**src/common/rename_params.svh**
```systemverilog
/*
 * Rename subsystem parameters
 * Group width, register file sizes and active-list depth
 */
`ifndef RENAME_PARAMS_SVH
`define RENAME_PARAMS_SVH

// Ops renamed per cycle
`define RENAME_WIDTH 2

// Architectural and physical register counts
`define LOG_REG_NUM 16
`define PHY_REG_NUM 32

// In-flight ops tracked for commit
`define ACTIVE_LIST_DEPTH 16

`endif

```
**src/common/RenameTypes.sv**
```systemverilog
/*
 * Rename types
 * Register numbers, pointers, decoded op and active-list entry layouts,
 * and the serializer phase encoding
 */
`include "rename_params.svh"

package RenameTypes;

    typedef logic [$clog2(`LOG_REG_NUM)-1:0] LogRegNum;
    typedef logic [$clog2(`PHY_REG_NUM)-1:0] PhyRegNum;
    typedef logic [$clog2(`ACTIVE_LIST_DEPTH)-1:0] ActiveListPtr;

    // One extra bit so a full queue can be counted
    typedef logic [$clog2(`PHY_REG_NUM):0] FreeListCount;

    // Decoded op as seen by rename
    typedef struct packed {
        LogRegNum srcRegA;
        LogRegNum srcRegB;
        LogRegNum dstReg;
        logic readRegA;
        logic readRegB;
        logic writeReg;
        logic serialized;
        logic fence;
    } OpInfo;

    typedef struct packed {
        LogRegNum logDstReg;
        PhyRegNum phyDstReg;
        PhyRegNum phyPrevDstReg;
    } ActiveListEntry;

    // Serializer state
    typedef enum logic [1:0] {
        phaseNormal = 2'd0,
        phaseWaitOwn = 2'd2
    } SerializePhase;

endpackage

```
**src/common/RenameLogicIF.sv**
```systemverilog
/*
 * Rename logic interface
 * Logical numbers from the stage, physical numbers back from the map table
 */
`timescale 1ns/100ps
`include "rename_params.svh"

interface RenameLogicIF;

    // Per slot, from the stage
    logic [`RENAME_WIDTH-1:0] update;
    RenameTypes::LogRegNum [`RENAME_WIDTH-1:0] logSrcA;
    RenameTypes::LogRegNum [`RENAME_WIDTH-1:0] logSrcB;
    RenameTypes::LogRegNum [`RENAME_WIDTH-1:0] logDst;
    logic [`RENAME_WIDTH-1:0] writeReg;

    // Per slot, renamed
    RenameTypes::PhyRegNum [`RENAME_WIDTH-1:0] phySrcA;
    RenameTypes::PhyRegNum [`RENAME_WIDTH-1:0] phySrcB;
    RenameTypes::PhyRegNum [`RENAME_WIDTH-1:0] phyDst;
    RenameTypes::PhyRegNum [`RENAME_WIDTH-1:0] phyPrevDst;
    logic allocatable;

    modport stage (
        output update, logSrcA, logSrcB, logDst, writeReg,
        input phySrcA, phySrcB, phyDst, phyPrevDst, allocatable
    );

    modport renameLogic (
        input update, logSrcA, logSrcB, logDst, writeReg,
        output phySrcA, phySrcB, phyDst, phyPrevDst, allocatable
    );

endinterface

```
**src/rename/RenameStageSerializer.sv**
```systemverilog
/*
 * Rename serializer
 * Holds a serialized op until all older ops commit (a fence also waits
 * for the store queue), then holds younger ops until it commits itself
 */
`timescale 1ns/100ps
`include "rename_params.svh"

module RenameStageSerializer (
    input  logic clk,
    input  logic rst,
    input  logic stall,
    input  logic clear,
    input  logic activeListEmpty,
    input  logic storeQueueEmpty,
    input  RenameTypes::OpInfo [`RENAME_WIDTH-1:0] op,
    input  logic [`RENAME_WIDTH-1:0] valid,
    output logic serialize
);

    RenameTypes::SerializePhase phase;
    RenameTypes::SerializePhase nextPhase;

    always_ff @(posedge clk) begin
        if (rst || clear) begin
            phase <= RenameTypes::phaseNormal;
        end else if (!stall) begin
            phase <= nextPhase;
        end
    end

    always_comb begin
        serialize = 1'b0;
        nextPhase = RenameTypes::phaseNormal;
        if (phase == RenameTypes::phaseWaitOwn && (!activeListEmpty || !storeQueueEmpty)) begin
            // Serialized op still in flight
            serialize = 1'b1;
            nextPhase = RenameTypes::phaseWaitOwn;
        end else if (valid[0] && op[0].serialized) begin
            if (!activeListEmpty || (op[0].fence && !storeQueueEmpty)) begin
                serialize = 1'b1;
            end else begin
                // Op leaves this cycle
                nextPhase = RenameTypes::phaseWaitOwn;
            end
        end
    end

    // Decode sends a serialized op only alone in slot 0
    for (genvar i = 1; i < `RENAME_WIDTH; i++) begin : gSlotCheck
        assert property (@(posedge clk) disable iff (rst) !(valid[i] && op[i].serialized))
            else $error("Serialized op in slot %0d", i);
    end

endmodule

```
**src/rename/FreeList.sv**
```systemverilog
/*
 * Free list
 * Circular queue of free physical registers; pops up to two per cycle
 * at the head and takes one released register per cycle at the tail
 */
`timescale 1ns/100ps
`include "rename_params.svh"

module FreeList (
    input  logic clk,
    input  logic rst,
    input  logic [1:0] popCount,
    output RenameTypes::PhyRegNum [`RENAME_WIDTH-1:0] popReg,
    output RenameTypes::FreeListCount freeCount,
    input  logic pushValid,
    input  RenameTypes::PhyRegNum pushReg
);

    // Registers not mapped at reset
    localparam int Depth = `PHY_REG_NUM - `LOG_REG_NUM;
    localparam int PtrWidth = $clog2(Depth);

    RenameTypes::PhyRegNum queue [Depth];
    logic [PtrWidth-1:0] head;
    logic [PtrWidth-1:0] tail;

    always_comb begin
        for (int i = 0; i < `RENAME_WIDTH; i++) begin
            popReg[i] = queue[head + PtrWidth'(i)];
        end
    end

    always_ff @(posedge clk) begin
        if (rst) begin
            // Starts full, ascending from the first unmapped register
            for (int i = 0; i < Depth; i++) begin
                queue[i] <= RenameTypes::PhyRegNum'(`LOG_REG_NUM + i);
            end
            head <= '0;
            tail <= '0;
            freeCount <= RenameTypes::FreeListCount'(Depth);
        end else begin
            if (pushValid) begin
                queue[tail] <= pushReg;
                tail <= tail + PtrWidth'(1);
            end
            head <= head + PtrWidth'(popCount);
            freeCount <= freeCount + RenameTypes::FreeListCount'(pushValid)
                         - RenameTypes::FreeListCount'(popCount);
        end
    end

    assert property (@(posedge clk) disable iff (rst)
        RenameTypes::FreeListCount'(popCount) <= freeCount)
        else $error("Free list popped beyond occupancy");

endmodule

```
**src/rename/RenameLogic.sv**
```systemverilog
/*
 * Rename logic
 * Register map table with in-group dependency bypass; new destinations
 * come from the free list
 */
`timescale 1ns/100ps
`include "rename_params.svh"

module RenameLogic (
    input  logic clk,
    input  logic rst,
    RenameLogicIF.renameLogic rn,
    input  logic releaseValid,
    input  RenameTypes::PhyRegNum releaseReg
);

    RenameTypes::PhyRegNum mapTable [`LOG_REG_NUM];
    RenameTypes::PhyRegNum [`RENAME_WIDTH-1:0] popReg;
    RenameTypes::FreeListCount freeCount;
    RenameTypes::PhyRegNum slot0Dst;
    logic [1:0] popCount;
    logic [1:0] writeCount;

    FreeList freeList (
        .clk(clk),
        .rst(rst),
        .popCount(popCount),
        .popReg(popReg),
        .freeCount(freeCount),
        .pushValid(releaseValid),
        .pushReg(releaseReg)
    );

    always_comb begin
        writeCount = '0;
        popCount = '0;
        for (int i = 0; i < `RENAME_WIDTH; i++) begin
            writeCount = writeCount + 2'(rn.writeReg[i]);
            popCount = popCount + 2'(rn.update[i] && rn.writeReg[i]);
        end
        rn.allocatable = freeCount >= RenameTypes::FreeListCount'(writeCount);

        // Slot 0 reads the table as is
        slot0Dst = rn.writeReg[0] ? popReg[0] : mapTable[rn.logDst[0]];
        rn.phySrcA[0] = mapTable[rn.logSrcA[0]];
        rn.phySrcB[0] = mapTable[rn.logSrcB[0]];
        rn.phyPrevDst[0] = mapTable[rn.logDst[0]];
        rn.phyDst[0] = slot0Dst;

        // Slot 1 sees slot 0's new mapping
        rn.phySrcA[1] = (rn.writeReg[0] && rn.logSrcA[1] == rn.logDst[0]) ?
                        slot0Dst : mapTable[rn.logSrcA[1]];
        rn.phySrcB[1] = (rn.writeReg[0] && rn.logSrcB[1] == rn.logDst[0]) ?
                        slot0Dst : mapTable[rn.logSrcB[1]];
        rn.phyPrevDst[1] = (rn.writeReg[0] && rn.logDst[1] == rn.logDst[0]) ?
                           slot0Dst : mapTable[rn.logDst[1]];
        rn.phyDst[1] = rn.writeReg[1] ? popReg[rn.writeReg[0]] : rn.phyPrevDst[1];
    end

    // Later slot wins on the same logical register
    always_ff @(posedge clk) begin
        if (rst) begin
            for (int i = 0; i < `LOG_REG_NUM; i++) begin
                mapTable[i] <= RenameTypes::PhyRegNum'(i);
            end
        end else begin
            for (int i = 0; i < `RENAME_WIDTH; i++) begin
                if (rn.update[i] && rn.writeReg[i]) begin
                    mapTable[rn.logDst[i]] <= rn.phyDst[i];
                end
            end
        end
    end

    assert property (@(posedge clk) disable iff (rst)
        !((|(rn.update & rn.writeReg)) && !rn.allocatable))
        else $error("Register allocated without free registers");

endmodule

```
**src/rename/RenameStage.sv**
```systemverilog
/*
 * Rename stage
 * Holds one group of decoded ops, renames it through the map table,
 * builds the active-list entries and stalls on resources or serialization
 */
`timescale 1ns/100ps
`include "rename_params.svh"

module RenameStage (
    input  logic clk,
    input  logic rst,
    input  logic [`RENAME_WIDTH-1:0] inValid,
    input  RenameTypes::OpInfo [`RENAME_WIDTH-1:0] inOp,
    input  logic stall,
    input  logic clear,
    RenameLogicIF.stage rn,
    input  logic alAllocatable,
    input  logic alEmpty,
    input  RenameTypes::ActiveListPtr [`RENAME_WIDTH-1:0] alPushedPtr,
    input  logic storeQueueEmpty,
    output logic [`RENAME_WIDTH-1:0] pushTail,
    output RenameTypes::ActiveListEntry [`RENAME_WIDTH-1:0] pushData,
    output logic ready,
    output logic [`RENAME_WIDTH-1:0] outValid,
    output RenameTypes::PhyRegNum [`RENAME_WIDTH-1:0] outPhySrcA,
    output RenameTypes::PhyRegNum [`RENAME_WIDTH-1:0] outPhySrcB,
    output RenameTypes::PhyRegNum [`RENAME_WIDTH-1:0] outPhyDst,
    output RenameTypes::PhyRegNum [`RENAME_WIDTH-1:0] outPhyPrevDst,
    output RenameTypes::ActiveListPtr [`RENAME_WIDTH-1:0] outActiveListPtr
);

    logic [`RENAME_WIDTH-1:0] valid;
    RenameTypes::OpInfo [`RENAME_WIDTH-1:0] op;
    logic [`RENAME_WIDTH-1:0] update;
    logic serialize;
    logic stageStall;

    always_ff @(posedge clk) begin
        if (rst || clear) begin
            valid <= '0;
        end else if (!stageStall) begin
            valid <= inValid;
        end
    end

    always_ff @(posedge clk) begin
        if (!stageStall) begin
            op <= inOp;
        end
    end

    // Resource check only matters with something in the register
    assign stageStall = stall || serialize ||
                        ((|valid) && (!rn.allocatable || !alAllocatable));
    assign ready = !stageStall;

    RenameStageSerializer serializer (
        .clk(clk),
        .rst(rst),
        .stall(stageStall),
        .clear(clear),
        .activeListEmpty(alEmpty),
        .storeQueueEmpty(storeQueueEmpty),
        .op(op),
        .valid(valid),
        .serialize(serialize)
    );

    always_comb begin
        for (int i = 0; i < `RENAME_WIDTH; i++) begin
            update[i] = valid[i] && !stageStall && !clear;

            // Map table request; writes counted only for valid slots
            rn.update[i] = update[i];
            rn.logSrcA[i] = op[i].srcRegA;
            rn.logSrcB[i] = op[i].srcRegB;
            rn.logDst[i] = op[i].dstReg;
            rn.writeReg[i] = valid[i] && op[i].writeReg;

            // A non-writing op carries equal new and previous numbers,
            // which the active list reads as "nothing to release"
            pushTail[i] = update[i];
            pushData[i].logDstReg = op[i].dstReg;
            pushData[i].phyDstReg = rn.phyDst[i];
            pushData[i].phyPrevDstReg = rn.phyPrevDst[i];

            outValid[i] = update[i];
            // Unread sources show as register 0
            outPhySrcA[i] = op[i].readRegA ? rn.phySrcA[i] : '0;
            outPhySrcB[i] = op[i].readRegB ? rn.phySrcB[i] : '0;
            outPhyDst[i] = rn.phyDst[i];
            outPhyPrevDst[i] = rn.phyPrevDst[i];
            outActiveListPtr[i] = alPushedPtr[i];
        end
    end

endmodule

```
**src/logic/ActiveList.sv**
```systemverilog
/*
 * Active list
 * In-order buffer of renamed ops; filled at rename, drained one entry
 * per commit pulse, returning the previous destination to the free list
 */
`timescale 1ns/100ps
`include "rename_params.svh"

module ActiveList (
    input  logic clk,
    input  logic rst,
    input  logic [`RENAME_WIDTH-1:0] pushTail,
    input  RenameTypes::ActiveListEntry [`RENAME_WIDTH-1:0] pushData,
    output RenameTypes::ActiveListPtr [`RENAME_WIDTH-1:0] pushedPtr,
    output logic allocatable,
    output logic empty,
    input  logic commit,
    output logic releaseValid,
    output RenameTypes::PhyRegNum releaseReg
);

    localparam int Depth = `ACTIVE_LIST_DEPTH;
    localparam int CountWidth = $clog2(Depth) + 1;

    RenameTypes::ActiveListEntry entries [Depth];
    logic wrote [Depth];
    RenameTypes::ActiveListPtr head;
    RenameTypes::ActiveListPtr tail;
    logic [CountWidth-1:0] count;
    logic [1:0] pushCount;
    logic popValid;

    always_comb begin
        RenameTypes::ActiveListPtr ptr;
        ptr = tail;
        pushCount = '0;
        // Valid slots take consecutive entries
        for (int i = 0; i < `RENAME_WIDTH; i++) begin
            pushedPtr[i] = ptr;
            if (pushTail[i]) begin
                ptr = ptr + RenameTypes::ActiveListPtr'(1);
                pushCount = pushCount + 2'd1;
            end
        end
    end

    assign allocatable = count <= CountWidth'(Depth - `RENAME_WIDTH);
    assign empty = count == '0;
    assign popValid = commit && !empty;
    assign releaseValid = popValid && wrote[head];
    assign releaseReg = entries[head].phyPrevDstReg;

    always_ff @(posedge clk) begin
        for (int i = 0; i < `RENAME_WIDTH; i++) begin
            if (pushTail[i]) begin
                entries[pushedPtr[i]] <= pushData[i];
                // A new register always differs from the one it replaces
                wrote[pushedPtr[i]] <= pushData[i].phyDstReg != pushData[i].phyPrevDstReg;
            end
        end
    end

    always_ff @(posedge clk) begin
        if (rst) begin
            head <= '0;
            tail <= '0;
            count <= '0;
        end else begin
            head <= head + RenameTypes::ActiveListPtr'(popValid);
            tail <= tail + RenameTypes::ActiveListPtr'(pushCount);
            count <= count + CountWidth'(pushCount) - CountWidth'(popValid);
        end
    end

    assert property (@(posedge clk) disable iff (rst)
        (pushCount != 2'd0) |-> (count + pushCount <= Depth))
        else $error("Active list overflow");

endmodule

```
**src/logic/RenameCore.sv**
```systemverilog
/*
 * Rename core
 * Two-wide rename subsystem: stage, map table with free list, active list
 */
`timescale 1ns/100ps
`include "rename_params.svh"

module RenameCore (
    input  logic clk,
    input  logic rst,
    input  logic [`RENAME_WIDTH-1:0] inValid,
    input  RenameTypes::OpInfo [`RENAME_WIDTH-1:0] inOp,
    input  logic stall,
    input  logic clear,
    input  logic commit,
    input  logic storeQueueEmpty,
    output logic ready,
    output logic [`RENAME_WIDTH-1:0] outValid,
    output RenameTypes::PhyRegNum [`RENAME_WIDTH-1:0] outPhySrcA,
    output RenameTypes::PhyRegNum [`RENAME_WIDTH-1:0] outPhySrcB,
    output RenameTypes::PhyRegNum [`RENAME_WIDTH-1:0] outPhyDst,
    output RenameTypes::PhyRegNum [`RENAME_WIDTH-1:0] outPhyPrevDst,
    output RenameTypes::ActiveListPtr [`RENAME_WIDTH-1:0] outActiveListPtr
);

    logic [`RENAME_WIDTH-1:0] pushTail;
    RenameTypes::ActiveListEntry [`RENAME_WIDTH-1:0] pushData;
    RenameTypes::ActiveListPtr [`RENAME_WIDTH-1:0] pushedPtr;
    logic alAllocatable;
    logic alEmpty;
    logic releaseValid;
    RenameTypes::PhyRegNum releaseReg;

    RenameLogicIF rnIf ();

    RenameStage stage (
        .clk(clk),
        .rst(rst),
        .inValid(inValid),
        .inOp(inOp),
        .stall(stall),
        .clear(clear),
        .rn(rnIf.stage),
        .alAllocatable(alAllocatable),
        .alEmpty(alEmpty),
        .alPushedPtr(pushedPtr),
        .storeQueueEmpty(storeQueueEmpty),
        .pushTail(pushTail),
        .pushData(pushData),
        .ready(ready),
        .outValid(outValid),
        .outPhySrcA(outPhySrcA),
        .outPhySrcB(outPhySrcB),
        .outPhyDst(outPhyDst),
        .outPhyPrevDst(outPhyPrevDst),
        .outActiveListPtr(outActiveListPtr)
    );

    RenameLogic renameLogic (
        .clk(clk),
        .rst(rst),
        .rn(rnIf.renameLogic),
        .releaseValid(releaseValid),
        .releaseReg(releaseReg)
    );

    ActiveList activeList (
        .clk(clk),
        .rst(rst),
        .pushTail(pushTail),
        .pushData(pushData),
        .pushedPtr(pushedPtr),
        .allocatable(alAllocatable),
        .empty(alEmpty),
        .commit(commit),
        .releaseValid(releaseValid),
        .releaseReg(releaseReg)
    );

endmodule

```
**config.mk**
```make
export PLATFORM = sky130hd
export DESIGN_NAME = RenameCore
export DESIGN_NICKNAME = d
export VERILOG_FILES = /design/src/common/RenameTypes.sv /design/src/common/RenameLogicIF.sv /design/src/rename/RenameStageSerializer.sv /design/src/rename/FreeList.sv /design/src/rename/RenameLogic.sv /design/src/rename/RenameStage.sv /design/src/logic/ActiveList.sv /design/src/logic/RenameCore.sv
export VERILOG_INCLUDE_DIRS = /design/src /design/src/common
export SDC_FILE = /design/constraint.sdc
export NUM_CORES = 1
export LEC_CHECK = 0
export ABC_AREA = 1
export BUFFER_PORTS_ARGS = -buffer_cell sky130_fd_sc_hd__buf_2
export CORE_AREA = 2 2 307 309
export CTS_CLUSTER_DIAMETER = 60
export DETAILED_ROUTE_END_ITERATION = 6
export DIE_AREA = 0 0 309 311
export GPL_TIMING_DRIVEN = 0
export HOLD_SLACK_MARGIN = 0.12
export PLACE_DENSITY = 0.48
export SETUP_SLACK_MARGIN = 0.4
export SLEW_MARGIN = 20
export SYNTH_ARGS = -nofsm -noshare
export SYNTH_HDL_FRONTEND = slang
export SYNTH_SLANG_ARGS = --single-unit
```
**constraint.sdc**
```tcl
create_clock -name clk -period 8.55 [get_ports clk]
set_input_delay 1.2825 -clock clk [delete_from_list [all_inputs] [get_ports clk]]
set_output_delay 1.2825 -clock clk [all_outputs]
set_load 0.02 [all_outputs]
```
==> out/results.md, run 1 <==
| Group | Item | Value |
| --- | --- | --- |
| clocking | Deepest level of the CTS H-tree | 2 |
| floorplan | Full die area | 0.0961 mm² |
| worst setup path | Critical path arrival | 5070 ps |
| route | Post-detailed-route DRC marker count | 0 |
| route | Antenna violation net count after detailed routing | 0 |
| worst setup path | Crit path buffers/inverters | 8 |
| sta | Remaining max-slew budget at the tightest pin | 0.293 |
| synth | Mean post-synth cell area | 7.34 µm² |
| clocking | Clock Sinks | 342 |
| floorplan | Starting density of the core | 0.248 |
| global route | Met1 Usage GRT | 0.286 |
| worst setup path | Logic depth of the worst register-to-register path | 25 |
| synth | Async set or reset register ratio after synthesis | 0 |
| route | Routed vias | 23300 |
| synth | Post-synthesis sequential area ratio | 0.423 |
| route | Number of optimization iterations in the first detailed-route pass | 6 |
| layout | Sequential Area | 0.00973 mm² |
| global route | Layer with the highest usage after global routing | met2 |
| worst setup path | Critical path type | reg2out |
| floorplan | Area inside the core boundary | 0.0928 mm² |
| worst setup path | Data required time at the worst endpoint | 7270 ps |
| route | Number of violations reported at the end of detailed-routing iteration 0 | 2415 |
| worst setup path | Crit-path leading delay family | buffers and inverters |
| route | Aggregate routed wire length | 104 mm |
| clocking | Maximum count of clock buffers along a single path | 3 |
| sta | Max Clk Rate | 157 MHz |
| worst setup path | Critical-path top delay cell | sky130_fd_sc_hd__nand2_1 |
| pwr | Power per standard cell area | 251 mW/mm² |
| clocking | Register clock-pin slew on the reported worst setup and hold paths | 60 ps |
| pwr | Pwr Total | 6.65 mW |
| global route | Met3 track utilization from global routing | 0.0362 |
| layout | Multi-input logic area | 0.0111 mm² |
| placement | Weighted congestion reported at the end of routability-driven placement | 0.998 |
| worst setup path | Largest incremental delay on the critical path | 610 ps |
| worst hold path | Tightest Hold Check Type | reg2reg |
| synth | Top FF cell, synth | sky130_fd_sc_hd__edfxtp_1 |
| clocking | CTS hold repair buffers | 0 |
| synth | Commonest cells in the synthesized netlist | 826 x sky130_fd_sc_hd__nand2_1, 395 x sky130_fd_sc_hd__nand3_1, 319 x sky130_fd_sc_hd__o21ai_0 |
| global route | Wire length of the first global-routing pass | 150 mm |
| run status | Status | finished, final reports clean |
| global route | Total routing resource utilization after global routing | 0.211 |
| worst setup path | Crit path cell chain | nand2_1 -> inv_1 -> clkbuf_1 -> ha_1 -> inv_1 -> ha_1 -> inv_1 -> o21bai_1 -> nand3_1 -> nand3_1 -> nand3_1 -> o21ai_1 -> nand2_1 -> inv_2 -> buf_2 -> buf_12 -> buf_2 |
| synth | Top cell type by total area after synthesis | sky130_fd_sc_hd__edfxtp_1 |
| placement | Post-detailed-placement half-perimeter wirelength | 75.9 mm |
| worst hold path | Number of cells on the worst hold path | 2 |
| layout | Fraction of layout instances using a drive strength above 1 | 0.100 |
| synth | Register bit count reported by yosys | 342 |
| synth | Post-Syn Instances | 3130 |
| sta | Period Utilization, post-route | 0.743 |
| pwr | Leakage power of the design | 10.6 nW |
| sta | Final setup TNS | 0 ps |
| clocking | Post-cts sizing count | 0 |
| sta | Final Hold Fails | 0 |
| synth | Post-synth design cell area | 0.0230 mm² |
| sta | RSZ-0062 raised after global routing | false |
| global route | Leftover overflow at the end of global routing | 0 |
| global route | Largest net degree at the start of global routing | 32 |
| clocking | CTS Buf Count | 46 |
| sta | Post-route minimum period | 6360 ps |
| layout | Filler cell count in the final layout | 10200 |
| pwr | VDD IR max | 0.155 mV |
| global route | Vias in the first global route | 21700 |
| synth | Net Count, Synth | 3216 |
| synth | Syn. warnings | 0 |
| global route | Global Route met2 Usage | 0.327 |
| sta | Measured slew at the worst slew-check pin | 1050 ps |
| layout | Synth-to-Final Area Change | 15.3% |
| worst setup path | Cell depth of the worst setup path | 17 |
| worst setup path | Highest fanout seen on the critical path | 31 |
| route | Via-per-instance ratio | 5.11 |
| layout | Post-layout net count | 3354 |
| synth | Number of enable flip-flop cells after synthesis | 288 |
| synth | Distinct cells, synth | 50 |
| floorplan | Io pins | 93 |
| sta | Setup-failing EPs final | 0 |
| global route | Number of antenna violations at the first check in global routing | 1 |
| worst setup path | Nature of the critical path startpoint | flip-flop |
| floorplan | Number of core rows | 112 |
| placement | Count of port buffers added during placement | 89 |
| synth | Fraction of post-synthesis cell area in the top cell type by area | 0.376 |
| clocking | Root buffer selected by CTS | sky130_fd_sc_hd__clkbuf_16 |
| worst setup path | Category of the worst setup path capture point | output pin |
| clocking | TritonCTS clock tree | yes |
| clocking | Post-CTS Setup Repair Bufs | 0 |
| floorplan | Die H | 311 µm |
| sta | Max Transition Viols Final | 0 |
| route | WL/cell | 22.8 µm |
| clocking | Worst-skew pair later-pin latency | 620 ps |
| floorplan | Die width | 309 µm |
| synth | Top cells by area, synth | sky130_fd_sc_hd__edfxtp_1 38%, sky130_fd_sc_hd__nand2_1 13%, sky130_fd_sc_hd__nand3_1 8.6% |
| job | Max Cap Violations | 0 |
| synth | Cell with the most instances after synthesis | sky130_fd_sc_hd__nand2_1 |
| sta | Post-Route Skew | 38.4 ps |
## per-stage QoR
step | utilization | instances | hold WS (ps) | setup slack [ps] | cell area (µm²)
after floorplan | - | 3130 | 419 | 3880 | 23000
after global routing | 0.286 | 4558 | 480 | 1720 | 26500
after detailed placement | 0.270 | 4474 | 437 | 2770 | 25000
final | 0.286 | 4559 | 446 | 2190 | 26500
after CTS | 0.286 | 4558 | 442 | 2090 | 26500
after global placement | 0.270 | 4473 | 442 | 1230 | 25000
## cells by family after synthesis
| logic type | after synthesis | synth area share |
|---|---|---|
| adder cells (fa/ha/maj) | 44 | 0.0253 |
| buffers and inverters | 518 | 0.0957 |
| multiplexers | 1 | 0.000435 |
| AO/OA/AOI/OAI | 676 | 0.165 |
| AND/OR/NAND/NOR | 1539 | 0.286 |
| flip-flops | 342 | 0.423 |
| XOR/XNOR | 10 | 0.00414 |
## worst paths after layout
kind / to / from / slack [ps]
worst max-delay path: ready / stage.valid[1] / 2190
worst min-delay path: flip-flop / stage.rn.logSrcA[1] / 450
worst max register to register: renameLogic.freeList.freeCount[4] / stage.valid[1] / 3690
worst min register to register: flip-flop / stage.rn.logSrcA[1] / 450
## area by class of cell
cell class / count / area share
sequential: 342 / 0.367
multi-input combinational: 2270 / 0.418
tap: 1254 / 0.0592
buffer: 198 / 0.0378
inverter: 320 / 0.0453
clock buffer: 55 / 0.0451
clock inverter: 29 / 0.0101
antenna: 1 / 0.0000945
timing repair buffer: 90 / 0.0176
## cell usage in the layout (no fill, tap or decap), drive strengths merged, types with 3 or more instances in the layout
cell type and n:
nor3 8, o2111ai 9, or2 8, nand4 14, buf 180, clkinv 30
a21oi 183, ha 40, o211ai 111, nand3 402, dfxtp 54, nand2 849
o22ai 19, xnor2 7, nor2 257, fa 4, o31ai 3, edfxtp 288
o21ai 343, xor2 3, clkbuf 163, inv 315
## routing by layer
layer	share of wire	wire, µm
met1	0.42	44100
met2	0.44	46100
met3	0.082	8520
met4	0.052	5380
met5	0	0
## where the power goes
group          leakage [nW]  internal (mW)  switching, mW
clock network         0.711           1.07          0.829
registers              2.98           1.97         0.0994
logic                  6.91          0.733           1.95
## worst register-to-register path, stage by stage, from the launching register on
cell                       delay (ps)
sky130_fd_sc_hd__dfxtp_1          400
sky130_fd_sc_hd__nand2_1          250
sky130_fd_sc_hd__inv_1            130
sky130_fd_sc_hd__clkbuf_1         400
sky130_fd_sc_hd__ha_1             230
sky130_fd_sc_hd__inv_1             40
sky130_fd_sc_hd__ha_1             290
sky130_fd_sc_hd__inv_1             40
sky130_fd_sc_hd__o21bai_1         120
sky130_fd_sc_hd__nand3_1           90
sky130_fd_sc_hd__nand3_1          110
sky130_fd_sc_hd__nand3_1           80
sky130_fd_sc_hd__o21ai_1          150
sky130_fd_sc_hd__nand3_1          340
sky130_fd_sc_hd__nor2_2           290
sky130_fd_sc_hd__ha_1             300
sky130_fd_sc_hd__ha_1             290
sky130_fd_sc_hd__inv_1             60
sky130_fd_sc_hd__ha_1             160
sky130_fd_sc_hd__inv_1             60
sky130_fd_sc_hd__fa_1             460
sky130_fd_sc_hd__o21bai_1         180
sky130_fd_sc_hd__a21oi_1          110
sky130_fd_sc_hd__nor2_1            90
sky130_fd_sc_hd__nor2_1            40
sky130_fd_sc_hd__nand2_1           80
## sequential cells by signal, indices dropped and copies added, names as in the netlist, 5 cells and up, named ones only
| signal | flops |
|---|---|
| renameLogic.freeList.freeCount | 6 |
| activeList.entries | 80 |
| activeList.wrote | 16 |
| stage.rn.logSrcA | 8 |
| renameLogic.mapTable | 80 |
| activeList.count | 5 |
| renameLogic.freeList.queue | 80 |
| stage.rn.logSrcB | 8 |
| stage.op | 8 |
| stage.pushData | 8 |
No activity file was read; power rests on OpenSTA's default activity.
==> run 2: changes to the inputs <==
==> constraint.sdc (replaced) <==
create_clock -name clk -period 6.6 [get_ports clk]
set_input_delay 0.99 -clock clk [delete_from_list [all_inputs] [get_ports clk]]
set_output_delay 0.99 -clock clk [all_outputs]
set_load 0.02 [all_outputs]
==> run 2 against run 1 <==
Against the previous run:
- total power grew 30%
- first-iteration DRC count shrank 0.29%
- via count grew 0.17%
- critical path depth is the same
- non-clock buffer count is the same
- die area is the same
- worst setup slack lost 1300 ps
- sequential share of layout area is essentially flat
==> out/results.md, run 2 (same netlist as run 1, synthesis figures left out) <==
| Group | Item | Value | Delta |
| --- | --- | --- | --- |
| clocking | TritonCTS clock tree | yes |  |
| sta | Setup slack of the critical path after layout | 875 ps | -1320 ps |
| layout | Most common cell after layout, fill and taps aside | sky130_fd_sc_hd__nand2_1 |  |
| route | Routed vias | 23300 | +0.17% |
| clocking | Worst-skew pair later-pin latency | 620 ps | about the same |
| sta | Period Utilization, post-route | 0.867 |  |
| pwr | Pwr Total | 8.62 mW | +30% |
| sta | Post-Route Skew | 38.7 ps | +0.266 ps |
| layout | Final Core Density | 0.286 | about the same |
| global route | Vias in the first global route | 21700 | unchanged |
| floorplan | Number of core rows | 112 | unchanged |
| layout | Sequential Area | 0.00973 mm² | unchanged |
| route | Post-detailed-route DRC marker count | 0 | unchanged |
| worst setup path | Nature of the critical path startpoint | flip-flop |  |
| clocking | Maximum count of clock buffers along a single path | 3 | unchanged |
| route | Antenna violation net count after detailed routing | 0 | unchanged |
| clocking | CTS Buf Count | 46 | unchanged |
| sta | Remaining max-slew budget at the tightest pin | 0.296 | +0.00301 |
| global route | Total routing resource utilization after global routing | 0.211 | unchanged |
| worst setup path | Critical-path top delay cell | sky130_fd_sc_hd__buf_2 |  |
| worst setup path | Critical path type | reg2out |  |
| floorplan | Starting density of the core | 0.248 | unchanged |
| floorplan | Area inside the core boundary | 0.0928 mm² | unchanged |
| sta | Max Transition Viols Final | 0 | unchanged |
| route | Aggregate routed wire length | 104 mm | about the same |
| placement | Area of placed instances | 0.0250 mm² | unchanged |
| layout | Post-layout net count | 3354 | unchanged |
| sta | Final setup TNS | 0 ps | unchanged |
| global route | Leftover overflow at the end of global routing | 0 | unchanged |
| placement | Inst Count DP | 4474 | unchanged |
| run status | Status | finished, final reports clean |  |
| sta | Final Hold Fails | 0 | unchanged |
| floorplan | Die H | 311 µm | unchanged |
| sta | RSZ-0062 raised after global routing | false |  |
| clocking | CTS hold repair buffers | 0 | unchanged |
| layout | Layout Cell Area excl Fill | 0.0265 mm² | about the same |
| floorplan | Io pins | 93 | unchanged |
| global route | Wire length of the first global-routing pass | 150 mm | unchanged |
| global route | Largest net degree at the start of global routing | 32 | unchanged |
| pwr | Power per standard cell area | 325 mW/mm² | +30% |
| worst setup path | Critical path arrival | 4740 ps | -330 ps |
| clocking | Deepest level of the CTS H-tree | 2 | unchanged |
| sta | Post-route minimum period | 5730 ps |  |
| floorplan | Die width | 309 µm | unchanged |
| route | WL/cell | 22.8 µm | about the same |
| worst setup path | Crit path cell chain | nand2_1 -> inv_1 -> clkbuf_1 -> ha_1 -> inv_1 -> ha_1 -> inv_1 -> o21bai_1 -> nand3_1 -> nand3_1 -> nand3_1 -> o21ai_1 -> nand2_2 -> inv_2 -> buf_2 -> buf_12 -> buf_2 |  |
| sta | Worst hold slack | 445 ps | -1.20 ps |
| job | Max Cap Violations | 0 | unchanged |
| placement | Post-detailed-placement half-perimeter wirelength | 75.9 mm | unchanged |
| clocking | Clock Sinks | 342 | unchanged |
| route | Number of optimization iterations in the first detailed-route pass | 6 | unchanged |
| worst setup path | Category of the worst setup path capture point | output pin |  |
| sta | Setup-failing EPs final | 0 | unchanged |
| pwr | VDD IR max | 0.201 mV | +30% |
| worst setup path | Highest fanout seen on the critical path | 31 | unchanged |
| global route | Number of antenna violations at the first check in global routing | 1 | unchanged |
| floorplan | Full die area | 0.0961 mm² | unchanged |
| sta | Max Clk Rate | 175 MHz |  |
| worst setup path | Data required time at the worst endpoint | 5610 ps | -1660 ps |
| worst hold path | Tightest Hold Check Type | reg2reg |  |
| pwr | Leakage power of the design | 10.6 nW | unchanged |
| route | Number of violations reported at the end of detailed-routing iteration 0 | 2408 | -0.29% |
| placement | Post-place setup slack | 1110 ps | -1660 ps |
| route | Via-per-instance ratio | 5.12 | +0.17% |
| clocking | Root buffer selected by CTS | sky130_fd_sc_hd__clkbuf_16 |  |
| sta | Measured slew at the worst slew-check pin | 1040 ps | -4.47 ps |
| layout | Multi-input logic area | 0.0111 mm² | about the same |
| layout | Number of standard cells in the final layout excluding fillers | 4559 | unchanged |
| worst setup path | Largest incremental delay on the critical path | 470 ps | -140 ps |
| layout | Top library cells by usage in the layout, fill and taps aside | 825 x sky130_fd_sc_hd__nand2_1, 395 x sky130_fd_sc_hd__nand3_1, 314 x sky130_fd_sc_hd__o21ai_0 |  |
| clocking | Register clock-pin slew on the reported worst setup and hold paths | 60 ps | about the same |
| placement | Count of port buffers added during placement | 89 | unchanged |
| layout | Synth-to-Final Area Change | 15.3% | about the same |
| placement | Weighted congestion reported at the end of routability-driven placement | 0.998 | unchanged |
| layout | Filler cell count in the final layout | 10200 | -0.0098% |
| layout | Fraction of layout instances using a drive strength above 1 | 0.100 | +0.000303 |
## run 2: repair_timing
item / in CTS / in global routing
setup endpoints to repair: 0 / 1
setup buffers: 0 / 0
gates resized for setup: 0 / 1
## run 2: layer usage
layer  global-route usage  routed length [µm]  vias to the layer above  part of all wire
li1                     -                   -                    10900                 -
met1                0.286               44000                    11000              0.42
met2                0.327               46300                     1183              0.44
met3               0.0362                8580                      279             0.082
met4               0.0964                5270                        0             0.051
met5                    0                   0                        -                 0
## run 2: final timing paths
| kind | from | to | slack (ps) | depth (start not counted) |
|---|---|---|---|---|
| setup / recovery | stage.valid[1] | ready | 870 | 17 |
| hold / removal | stage.rn.logSrcA[1] | flip-flop | 440 | 2 |
| setup reg to reg | stage.valid[1] | renameLogic.freeList.freeCount[4] | 1710 | 26 |
| hold reg to reg | stage.rn.logSrcA[1] | flip-flop | 440 | 2 |
## run 2: worst max-delay path: cells and delay by family (launching register included)
family / cells / cell delay, ps
buffers and inverters: 8 / 1930
adder cells (fa/ha/maj): 2 / 520
AO/OA/AOI/OAI: 2 / 290
AND/OR/NAND/NOR: 5 / 910
flip-flops: 1 / 400
## run 2: power breakdown
group	leakage [nW]	switching, mW	internal [mW]	total [mW]
sequential	2.98	0.129	2.56	2.69
combinational	6.91	2.52	0.949	3.47
clock	0.711	1.07	1.39	2.46
total	10.6	3.72	4.90	8.62
## run 2: final cells by class
cell class,instances,area share
inverters,320,0.0453
repair buffers,90,0.0176
well taps,1254,0.0592
clock inverters,29,0.0101
multi-input cells,2270,0.418
plain buffers,198,0.0378
diodes,1,0.0000944
flip-flops and latches,342,0.367
clock buffers,55,0.0451
